===== src/agc_bus_pkg.sv =====
package agc_bus_pkg;

    ////////////////////////////////////////////////////////////
    // Wishbone field types

    typedef logic [7:0]  bus_adr_t;     // Byte address, 8 bits on both buses
    typedef logic [31:0] bus_dat_t;     // One bus word
    typedef logic [3:0]  bus_sel_t;     // Byte lanes of a bus word

    ////////////////////////////////////////////////////////////
    // Request and response bundles

    // Request from master to target
    typedef struct packed {
        logic     cyc;
        logic     stb;
        logic     we;
        bus_adr_t adr;
        bus_dat_t dat;
        bus_sel_t sel;
    } wb_req_t;

    // Response from target back to master
    typedef struct packed {
        logic     ack;
        bus_dat_t dat;      // Read word, valid with ack
    } wb_rsp_t;

endpackage

===== src/agc_loop_pkg.sv =====
package agc_loop_pkg;

    ////////////////////////////////////////////////////////////
    // Loop constants

    localparam int NUM_INFO       = 6;         // Info words kept per pass
    localparam int DONE_BIT       = 1;         // Sample cycle done in status word
    localparam int BOOT_DELAY     = 31;
    localparam int BOOT_CNT_W     = $clog2(BOOT_DELAY + 1);
    localparam int REDUCTION_BITS = 4;
    localparam int TARGET_RMS_SQ  = 16;
    localparam int RMS_SQ_ERR     = 0;
    localparam int OFFSET_ERR     = 5;

    // Downstream AGC register map
    localparam agc_bus_pkg::bus_adr_t CTRL_ADR   = 8'h00;
    localparam agc_bus_pkg::bus_adr_t SCALE_ADR  = 8'h10;
    localparam agc_bus_pkg::bus_adr_t OFFSET_ADR = 8'h14;

    // Commands written to the control register
    localparam agc_bus_pkg::bus_dat_t CMD_START = 32'h0000_0001;
    localparam agc_bus_pkg::bus_dat_t CMD_RESET = 32'h0000_0004;
    localparam agc_bus_pkg::bus_dat_t CMD_LOAD  = 32'h0000_0300;  // Load scale and offset
    localparam agc_bus_pkg::bus_dat_t CMD_APPLY = 32'h0000_0400;

    ////////////////////////////////////////////////////////////
    // Value types

    typedef logic [16:0]        scale_t;    // Unsigned AGC gain
    typedef logic signed [15:0] offset_t;
    typedef logic [11:0]        rms_sq_t;   // Reduced RMS square
    typedef agc_bus_pkg::bus_dat_t [NUM_INFO-1:0] info_words_t;

    localparam scale_t  START_SCALE   = 17'd1800;
    localparam offset_t START_OFFSET  = 16'sd0;
    localparam scale_t  SCALE_DELTA   = 17'd30;
    localparam offset_t OFFSET_DELTA  = 16'sd25;
    localparam scale_t  SCALE_MIN_CUT = 17'h0012C;
    localparam scale_t  SCALE_MAX_CUT = 17'h1FBD0;

    ////////////////////////////////////////////////////////////
    // State machines

    typedef enum logic [3:0] {
        LOOP_BOOT_DELAY,
        LOOP_RESETTING,
        LOOP_POLLING,
        LOOP_WAITING,
        LOOP_READING,
        LOOP_CALCULATING,
        LOOP_WRITING,
        LOOP_LOADING,
        LOOP_APPLYING
    } loop_state_t;

    typedef enum logic [1:0] {COMM_SENDING, COMM_WAITING, COMM_PROCESSING} comm_state_t;

    typedef enum logic [1:0] {SLV_IDLE, SLV_WRITE, SLV_READ, SLV_ACK} slave_state_t;

endpackage


===== src/agc_loop_ctrl.sv =====
`timescale 1ns/1ps

module agc_loop_ctrl (
    input  logic                 aclk,
    input  logic                 wb_rst_i,
    input  logic                 agc_reset_i,
    input  agc_bus_pkg::wb_req_t up_req_i,
    output agc_bus_pkg::wb_rsp_t up_rsp_o,
    output agc_bus_pkg::wb_req_t dn_req_o,
    input  agc_bus_pkg::wb_rsp_t dn_rsp_i
);
    import agc_bus_pkg::*;
    import agc_loop_pkg::*;

    logic        start;
    logic        write;
    bus_adr_t    adr;
    bus_dat_t    wdat;
    logic        done;
    bus_dat_t    rdat;
    logic        calc;
    scale_t      scale;
    offset_t     offset;
    info_words_t info;

    agc_loop_seq u_seq (
        .aclk(aclk), .wb_rst_i(wb_rst_i), .agc_reset_i(agc_reset_i),
        .start_o(start), .write_o(write), .adr_o(adr), .wdat_o(wdat),
        .done_i(done), .rdat_i(rdat), .calc_o(calc),
        .scale_i(scale), .offset_i(offset), .info_o(info)
    );

    // Downstream AGC master
    agc_bus_master u_master (
        .aclk(aclk), .wb_rst_i(wb_rst_i), .agc_reset_i(agc_reset_i),
        .start_i(start), .write_i(write), .adr_i(adr), .wdat_i(wdat),
        .done_o(done), .rdat_o(rdat), .dn_req_o(dn_req_o), .dn_rsp_i(dn_rsp_i)
    );

    agc_step_calc u_calc (
        .aclk(aclk), .wb_rst_i(wb_rst_i), .agc_reset_i(agc_reset_i),
        .calc_i(calc), .info_i(info), .scale_o(scale), .offset_o(offset)
    );

    // Upstream side only sees the bus reset
    agc_status_slave u_slave (
        .aclk(aclk), .wb_rst_i(wb_rst_i),
        .up_req_i(up_req_i), .up_rsp_o(up_rsp_o), .info_i(info)
    );

endmodule


===== src/agc_status_slave.sv =====
`timescale 1ns/1ps

module agc_status_slave (
    input  logic                      aclk,
    input  logic                      wb_rst_i,
    input  agc_bus_pkg::wb_req_t      up_req_i,
    output agc_bus_pkg::wb_rsp_t      up_rsp_o,
    input  agc_loop_pkg::info_words_t info_i
);
    import agc_bus_pkg::*;
    import agc_loop_pkg::*;

    slave_state_t state;
    bus_dat_t     rsp_dat;
    logic [3:0]   word_sel;

    assign word_sel = up_req_i.adr[5:2];

    ////////////////////////////////////////////////////////////
    // Upstream slave FSM

    always_ff @(posedge aclk) begin
        if (wb_rst_i) begin
            state   <= SLV_IDLE;
            rsp_dat <= '0;
        end else begin
            case (state)
                SLV_IDLE: if (up_req_i.cyc && up_req_i.stb) begin
                    state <= up_req_i.we ? SLV_WRITE : SLV_READ;
                end
                SLV_WRITE: state <= SLV_ACK;    // Nothing writable, just ack
                SLV_READ:  state <= SLV_ACK;
                default:   state <= SLV_IDLE;
            endcase

            if (state == SLV_READ) begin
                if (up_req_i.adr[6]) begin
                    // Loop step sizes
                    case (word_sel)
                        4'd0: rsp_dat <= {15'b0, SCALE_DELTA};
                        4'd1: rsp_dat <= {{16{OFFSET_DELTA[15]}}, OFFSET_DELTA};
                        default: ;
                    endcase
                end else if (word_sel < 4'(NUM_INFO)) begin
                    rsp_dat <= info_i[word_sel[2:0]];
                end else begin
                    rsp_dat <= '0;      // Past the info store
                end
            end
        end
    end

    assign up_rsp_o = '{ack: (state == SLV_ACK), dat: rsp_dat};

endmodule


===== src/agc_loop_seq.sv =====
`timescale 1ns/1ps

module agc_loop_seq (
    input  logic                      aclk,
    input  logic                      wb_rst_i,
    input  logic                      agc_reset_i,
    output logic                      start_o,
    output logic                      write_o,
    output agc_bus_pkg::bus_adr_t     adr_o,
    output agc_bus_pkg::bus_dat_t     wdat_o,
    input  logic                      done_i,
    input  agc_bus_pkg::bus_dat_t     rdat_i,
    output logic                      calc_o,
    input  agc_loop_pkg::scale_t      scale_i,
    input  agc_loop_pkg::offset_t     offset_i,
    output agc_loop_pkg::info_words_t info_o
);
    import agc_bus_pkg::*;
    import agc_loop_pkg::*;

    loop_state_t           loop_state;
    comm_state_t           comm_state;
    logic [2:0]            info_idx;    // Info word, or 0/1 for scale/offset write
    logic [BOOT_CNT_W-1:0] boot_cnt;
    info_words_t           info_q;
    bus_dat_t              scale_word;
    bus_dat_t              offset_word;
    logic                  req_we;
    bus_adr_t              req_adr;
    bus_dat_t              req_dat;

    assign scale_word  = {15'b0, scale_i};
    assign offset_word = {{16{offset_i[15]}}, offset_i};
    assign calc_o      = (loop_state == LOOP_CALCULATING);
    assign info_o      = info_q;

    ////////////////////////////////////////////////////////////
    // Transaction for the current step

    always_comb begin
        req_we  = 1'b1;
        req_adr = CTRL_ADR;
        req_dat = '0;
        case (loop_state)
            LOOP_RESETTING: req_dat = CMD_RESET;
            LOOP_POLLING:   req_dat = CMD_START;
            LOOP_WAITING:   req_we  = 1'b0;     // Status read
            LOOP_READING: begin
                req_we  = 1'b0;
                req_adr = bus_adr_t'({info_idx, 2'b00});
            end
            LOOP_WRITING: begin
                req_adr = (info_idx == 3'd0) ? SCALE_ADR : OFFSET_ADR;
                req_dat = (info_idx == 3'd0) ? scale_word : offset_word;
            end
            LOOP_LOADING:   req_dat = CMD_LOAD;
            LOOP_APPLYING:  req_dat = CMD_APPLY;
            default: ;
        endcase
    end

    ////////////////////////////////////////////////////////////
    // Control loop FSM

    always_ff @(posedge aclk) begin
        if (wb_rst_i || agc_reset_i) begin
            loop_state <= LOOP_BOOT_DELAY;
            comm_state <= COMM_SENDING;
            info_idx   <= '0;
            boot_cnt   <= BOOT_CNT_W'(BOOT_DELAY);
            start_o    <= 1'b0;
        end else begin
            start_o <= 1'b0;
            if (loop_state == LOOP_BOOT_DELAY) begin
                if (boot_cnt != '0) begin
                    boot_cnt <= boot_cnt - 1'b1;
                end else begin
                    loop_state <= LOOP_WRITING;     // Start values first
                    info_idx   <= '0;
                end
            end else if (loop_state == LOOP_CALCULATING) begin
                loop_state <= LOOP_WRITING;         // Calculator registers this edge
                info_idx   <= '0;
            end else begin
                case (comm_state)
                    COMM_SENDING: begin
                        start_o    <= 1'b1;
                        comm_state <= COMM_WAITING;
                    end
                    COMM_WAITING: if (done_i) comm_state <= COMM_PROCESSING;
                    default: begin
                        comm_state <= COMM_SENDING;
                        case (loop_state)
                            LOOP_RESETTING: loop_state <= LOOP_POLLING;
                            LOOP_POLLING:   loop_state <= LOOP_WAITING;
                            LOOP_WAITING: if (rdat_i[DONE_BIT]) begin
                                loop_state <= LOOP_READING;
                                info_idx   <= '0;
                            end
                            LOOP_READING: begin
                                if (info_idx == 3'(NUM_INFO - 1)) loop_state <= LOOP_CALCULATING;
                                else info_idx <= info_idx + 3'd1;
                            end
                            LOOP_WRITING: begin
                                if (info_idx == 3'd0) info_idx <= 3'd1;
                                else loop_state <= LOOP_LOADING;
                            end
                            LOOP_LOADING:   loop_state <= LOOP_APPLYING;
                            LOOP_APPLYING:  loop_state <= LOOP_RESETTING;
                            default:        loop_state <= LOOP_BOOT_DELAY;
                        endcase
                    end
                endcase
            end
        end
    end

    // Request words latch while idle, master picks them up with start
    always_ff @(posedge aclk) begin
        if (comm_state == COMM_SENDING) begin
            write_o <= req_we;
            adr_o   <= req_adr;
            wdat_o  <= req_dat;
        end
    end

    // Info store
    always_ff @(posedge aclk) begin
        if (comm_state == COMM_PROCESSING && loop_state == LOOP_READING)
            info_q[info_idx] <= rdat_i;
        if (comm_state == COMM_PROCESSING && loop_state == LOOP_APPLYING) begin
            info_q[4] <= scale_word;    // Applied values as written
            info_q[5] <= offset_word;
        end
    end

    a_legal_state: assert property (@(posedge aclk) disable iff (wb_rst_i || agc_reset_i)
        (loop_state inside {LOOP_BOOT_DELAY, LOOP_RESETTING, LOOP_POLLING, LOOP_WAITING,
                            LOOP_READING, LOOP_CALCULATING, LOOP_WRITING, LOOP_LOADING,
                            LOOP_APPLYING}) && (info_idx < 3'(NUM_INFO)));

endmodule


===== src/agc_step_calc.sv =====
`timescale 1ns/1ps

module agc_step_calc (
    input  logic                      aclk,
    input  logic                      wb_rst_i,
    input  logic                      agc_reset_i,
    input  logic                      calc_i,
    input  agc_loop_pkg::info_words_t info_i,
    output agc_loop_pkg::scale_t      scale_o,
    output agc_loop_pkg::offset_t     offset_o
);
    import agc_bus_pkg::*;
    import agc_loop_pkg::*;

    rms_sq_t rms_sq;
    scale_t  cur_scale;     // Scale read back from the AGC
    offset_t cur_offset;
    scale_t  scale_d;
    offset_t offset_d;

    assign rms_sq     = rms_sq_t'(info_i[1] >> (17 - REDUCTION_BITS));
    assign cur_scale  = info_i[4][16:0];
    assign cur_offset = info_i[5][15:0];

    ////////////////////////////////////////////////////////////
    // Fixed step rule

    always_comb begin
        scale_d = scale_o;      // Dead band keeps the last value
        if (rms_sq > rms_sq_t'(TARGET_RMS_SQ + RMS_SQ_ERR)) begin
            // Too loud, back the gain off
            scale_d = (cur_scale > SCALE_MIN_CUT) ? cur_scale - SCALE_DELTA : cur_scale;
        end else if (rms_sq < rms_sq_t'(TARGET_RMS_SQ - RMS_SQ_ERR)) begin
            scale_d = (cur_scale < SCALE_MAX_CUT) ? cur_scale + SCALE_DELTA : cur_scale;
        end
    end

    // Offset follows the balance of words 2 and 3
    always_comb begin
        offset_d = offset_o;
        if (info_i[2] > info_i[3] + bus_dat_t'(OFFSET_ERR))
            offset_d = cur_offset - OFFSET_DELTA;
        else if (info_i[3] > info_i[2] + bus_dat_t'(OFFSET_ERR))
            offset_d = cur_offset + OFFSET_DELTA;
    end

    always_ff @(posedge aclk) begin
        if (wb_rst_i || agc_reset_i) begin
            scale_o  <= START_SCALE;
            offset_o <= START_OFFSET;
        end else if (calc_i) begin
            scale_o  <= scale_d;
            offset_o <= offset_d;
        end
    end

endmodule


===== src/agc_bus_master.sv =====
`timescale 1ns/1ps

module agc_bus_master (
    input  logic                  aclk,
    input  logic                  wb_rst_i,
    input  logic                  agc_reset_i,
    input  logic                  start_i,
    input  logic                  write_i,
    input  agc_bus_pkg::bus_adr_t adr_i,
    input  agc_bus_pkg::bus_dat_t wdat_i,
    output logic                  done_o,
    output agc_bus_pkg::bus_dat_t rdat_o,
    output agc_bus_pkg::wb_req_t  dn_req_o,
    input  agc_bus_pkg::wb_rsp_t  dn_rsp_i
);
    import agc_bus_pkg::*;
    import agc_loop_pkg::*;

    comm_state_t comm_state;
    logic        req_act;       // Drives cyc, stb and sel together
    logic        req_we;
    bus_adr_t    req_adr;
    bus_dat_t    req_dat;

    // Control side of the transaction
    always_ff @(posedge aclk) begin
        if (wb_rst_i || agc_reset_i) begin
            comm_state <= COMM_SENDING;
            req_act    <= 1'b0;
            req_we     <= 1'b0;
            done_o     <= 1'b0;
        end else begin
            done_o <= 1'b0;
            case (comm_state)
                COMM_SENDING: if (start_i) begin
                    req_act    <= 1'b1;
                    req_we     <= write_i;
                    comm_state <= COMM_WAITING;
                end
                COMM_WAITING: if (dn_rsp_i.ack) begin   // Target took it
                    req_act    <= 1'b0;
                    req_we     <= 1'b0;
                    done_o     <= 1'b1;
                    comm_state <= COMM_SENDING;
                end
                default: comm_state <= COMM_SENDING;
            endcase
        end
    end

    // Address, write word and captured read word
    always_ff @(posedge aclk) begin
        if (comm_state == COMM_SENDING && start_i) begin
            req_adr <= adr_i;
            req_dat <= write_i ? wdat_i : '0;
        end
        if (comm_state == COMM_WAITING && dn_rsp_i.ack)
            rdat_o <= dn_rsp_i.dat;
    end

    assign dn_req_o = '{cyc: req_act, stb: req_act, we: req_we, adr: req_adr,
                        dat: req_dat, sel: {$bits(bus_sel_t){req_act}}};

    // Sequencer must wait for done before the next start
    a_one_in_flight: assert property (@(posedge aclk) disable iff (wb_rst_i || agc_reset_i)
        start_i |-> !dn_req_o.cyc);

endmodule


===== config.mk =====
export PLATFORM = sky130hd
export DESIGN_NAME = agc_loop_ctrl
export DESIGN_NICKNAME = d
export VERILOG_FILES = /design/src/agc_bus_pkg.sv /design/src/agc_loop_pkg.sv /design/src/agc_loop_ctrl.sv /design/src/agc_status_slave.sv /design/src/agc_loop_seq.sv /design/src/agc_step_calc.sv /design/src/agc_bus_master.sv
export SDC_FILE = /design/constraint.sdc
export NUM_CORES = 1
export LEC_CHECK = 0
export ABC_AREA = 0
export BUFFER_PORTS_ARGS = -buffer_cell sky130_fd_sc_hd__buf_2
export CORE_MARGIN = 4
export CORE_UTILIZATION = 55
export DETAILED_ROUTE_END_ITERATION = 16
export PLACE_DENSITY = 0.73
export SYNTH_ARGS = -nofsm -noshare
export SYNTH_HDL_FRONTEND = slang
export SYNTH_SLANG_ARGS = --single-unit

===== constraint.sdc =====
create_clock -name aclk -period 15.4 [get_ports aclk]
set_input_delay 3.85 -clock aclk [delete_from_list [all_inputs] [get_ports aclk]]
set_output_delay 3.85 -clock aclk [all_outputs]
set_load 0.05 [all_outputs]

==> out/qor.yml <==
outcome:
  status: "completed"
cells_and_area:
  drive_above_1_share_pct: 16.1
  final_area_sq_um: 19900
  syn_to_final_growth_pct: 12.3
  layout_common_cells: "edfxtp_1, nand2_1, buf_2"
  final_common_cell: "edfxtp_1"
  n_antenna_cell: 0
  layout.nets: 1791
route:
  drt_iter0_markers: 1231
  drc: 0
  vias_per_cell: 6.16
  drtAntennaViolNets: 0
  vias: 12627
  drt_wl_total_microns: 44300
  avgRoutedWirePerCell_microns: 21.6
  dr.pass1.iters: 5
critical_path:
  crit_family: "simple AND/OR/NAND/NOR gates"
  r2r_slack_ps: 8780
  start_kind: "register"
  crit_path_max_incr_delay_ps: 550
  cp-end-kind: "register"
  path_class: "reg -> reg"
  critPathMostFrequentCell: "nor2_1"
  startpoint: "u_seq.info_o[99]$_DFFE_PP_"
  arrival_ps: 7060
  cp_cell_sequence: "nand2_1 -> nor3_1 -> and4_1 -> nand2_1 -> nor2_1 -> nand3_1 -> nor2_1 -> xnor2_1 -> ha_1 -> a21oi_1 -> o21ai_0 -> a221oi_1 -> o31ai_1 -> o21ai_2 -> inv_1 -> fa_1 -> a211oi_1 -> o21bai_1 -> o311ai_1 -> a31oi_1 -> or4_1 -> nand4_1 -> mux2i_1 -> nor2_1"
  required_ps: 15850
  cp_max_fo: 13
  cp_slowest_cell: "fa_1"
  r2r-end: "u_calc.offset_o[14]$_SDFFE_PP0P_"
  reg2reg_from: "u_seq.info_o[99]$_DFFE_PP_"
  r2r_cells: 24
  crit_buf_inv: 1
yosys:
  synth.mux.area_fraction_pct: 6.82
  synthXorXnorAreaFrac_pct: 4.69
  ys.flop_type: "edfxtp_1"
  syn-instance-count: 1538
  synth_cell_types: 78
  yosys.area_share.simple_pct: 13.3
  synth_compound_area_share_pct: 11.4
  yosysWarningCount: 0
  synth-seq-area-share_pct: 53.9
  synth_adder_area_share_pct: 6.38
  ys_ff_latch: 352
  async_reset_ff_share_pct: 0
  synth_top_family_by_area: "simple AND/OR/NAND/NOR gates"
  avgSynthCellArea_sq_um: 11.5
  synth-edff-count: 252
  syn-cell-area_sq_um: 17800
power:
  finalPower_mw: 2.11
  ir_drop_mv: 0.0819
  p_leak_nw: 7.59
  powerDensity_nw_per_um2: 106
sta:
  setup_violations: 0
  hold_viol: 0
  tns_ps: 0
  drv_slew: 0
  fin_crit_sh_pct: 43.0
  worst_slew_pin_slew_ps: 1280
  finalClockSkew_ps: 12.7
  slew_headroom_pct: 14.3
  timing.hold.ws_ps: 429
  rsz0062_at_grt: "no"
  fmax_ghz: 0.151
  post-route-min-period_ps: 6620
die:
  die-area_sq_um: 35200
  io_pins: 163
  start_util_pct: 56.0
  rows: 65
  core_sq_um: 31700
  die_w_microns: 188
  die_y_microns: 188
global_routing:
  grt_max_degree: 51
  grt_usage_pct: 24.5
  grt_overflow: 0
  grt_pass1_wl_microns: 68600
  grt_pass1_vias: 12002
  antenna_found_initial: 0
worst_hold_path:
  min_to: "u_master.req_adr[4]$_DFFE_PP_"
  hold_path.class: "reg -> reg"
  worstHoldStart: "u_seq.adr_o[4]$_SDFFCE_PP0P_"
  holdPathStages: 0
clock_network:
  clock_path_buffers: 3
  cts.sinks: 352
  path_clk_slew_ps: 60
  cts_resized: 0
  cts_root_buf: "clkbuf_16"
  cts_hold_buf: 0
  cts_buffers: 38
  insertion_delay_ps: 520
  htreeDepth: 2
  postCtsSetupBuffers: 0
  cts_tree: "yes"
place:
  numPortBuffers: 118
  place.gp.congestion: 0.930
  placed_cell_area_sq_um: 18500
  dp.final_hpwl_microns: 30600
flow_run:
  cap_violations: 0
[synth_stat cells (3+ instances only)]
master | number | share of area [%]
buf_1 | 9 | 0.19
nand4_1 | 28 | 0.99
nand2_1 | 175 | 3.7
nand3_1 | 30 | 0.85
dfxtp_1 | 100 | 11
and2_1 | 26 | 0.92
edfxtp_1 | 252 | 43
a211oi_1 | 8 | 0.34
a221oi_1 | 4 | 0.20
buf_2 | 7 | 0.20
nor4_1 | 10 | 0.35
or4_1 | 4 | 0.17
nor2b_1 | 3 | 0.11
and3_1 | 16 | 0.56
or2_2 | 7 | 0.25
inv_1 | 31 | 0.66
o22ai_1 | 3 | 0.11
xnor2_1 | 46 | 2.3
mux4_2 | 32 | 4.1
a21oi_1 | 82 | 2.3
buf_6 | 3 | 0.19
a22oi_1 | 29 | 1.2
clkbuf_1 | 51 | 1.1
a22o_1 | 42 | 2.1
nor2_1 | 113 | 2.4
a31oi_1 | 7 | 0.25
a221o_1 | 7 | 0.39
nand2b_1 | 7 | 0.25
o211ai_1 | 7 | 0.30
or3_1 | 9 | 0.32
nor3_1 | 35 | 0.99
ha_1 | 89 | 6.3
and4_1 | 11 | 0.54
xor2_1 | 49 | 2.4
a21o_1 | 15 | 0.63
o21ai_0 | 57 | 1.6
o21bai_1 | 4 | 0.17
buf_4 | 28 | 1.2
mux2i_1 | 49 | 2.8
o21ai_1 | 3 | 0.085
o21ai_2 | 3 | 0.15
[worst reg2reg max path, stage by stage, from the launching register on]
cell      delay, ps
edfxtp_1        460
nand2_1         170
nor3_1          370
and4_1          370
nand2_1          80
nor2_1          270
nand3_1         230
nor2_1          170
xnor2_1         140
ha_1            290
a21oi_1         160
o21ai_0         110
a221oi_1        330
o31ai_1         190
o21ai_2         430
inv_1           420
fa_1            550
a211oi_1        260
o21bai_1        180
o311ai_1        380
a31oi_1         250
or4_1           440
nand4_1         120
mux2i_1          80
nor2_1          100
[flip-flops by register name (all words and copies together) (netlist names), 2 cells and up]
| name | cells |
|---|---|
| u_seq.loop_state | 4 |
| u_slave.state | 2 |
| u_slave.rsp_dat | 32 |
| u_seq.boot_cnt | 5 |
| u_calc.offset_o | 16 |
| u_calc.scale_o | 17 |
| u_master.rdat_o | 32 |
| u_seq.info_idx | 3 |
| u_seq.wdat_o | 18 |
| u_seq.adr_o | 3 |
| u_seq.info_o | 192 |
| u_master.req_adr | 3 |
| u_seq.comm_state | 2 |
| u_master.req_dat | 18 |
[through the flow]
stage               std cells  worst slack, ps  util (%)
global placement         1980             9040      58.4
global route             2050             8240      62.8
detailed placement       1980             8920      58.4
floorplan                1542             9990         -
CTS                      2050             8870      62.8
finish                   2050             8780      62.8
[worst max-delay path by stage]
stage	cells after the start	to
finish	24	u_calc.offset_o[14]$_SDFFE_PP0P_
global route	24	u_calc.offset_o[14]$_SDFFE_PP0P_
CTS	24	u_calc.offset_o[14]$_SDFFE_PP0P_
detailed placement	24	u_calc.offset_o[14]$_SDFFE_PP0P_
global placement	24	u_calc.offset_o[14]$_SDFFE_PP0P_
floorplan	7	u_slave.rsp_dat[10]$_SDFFE_PP0P_
[where the power goes]
part           internal [mW]  leakage, nW  switching, mW
logic                 0.0280         3.64         0.0620
registers               1.01         3.26        0.00360
clock network          0.644        0.685          0.367
[cell type report]
type / instances / area, sq um
Clock buffer: 48 / 1070
Clock inverter: 22 / 338
Fill cell: 2438 / 11800
Inverter: 32 / 120
Multi-Input combinational cell: 1060 / 7620
Sequential cell: 352 / 9570
Tap cell: 402 / 503
Timing Repair Buffer: 134 / 713
[metal layers]
layer	vias to the layer above	track usage (%)	share of wire, %
met5	-	0	0
met4	0	6.13	2.1
met3	68	4.04	8.5
met2	534	38.5	45
met1	6152	36.1	44
li1	5873	-	-
[cell families after synthesis]
kind of cell | after synthesis
and+or+nand+nor | 491
xor gates and xnor gates | 95
muxes | 81
buffers and inverters | 130
DFF | 352
other | 1
AOI/OAI and AO/OA | 298
adders and majority gates | 90
No activity file was read; power rests on OpenSTA's default activity.
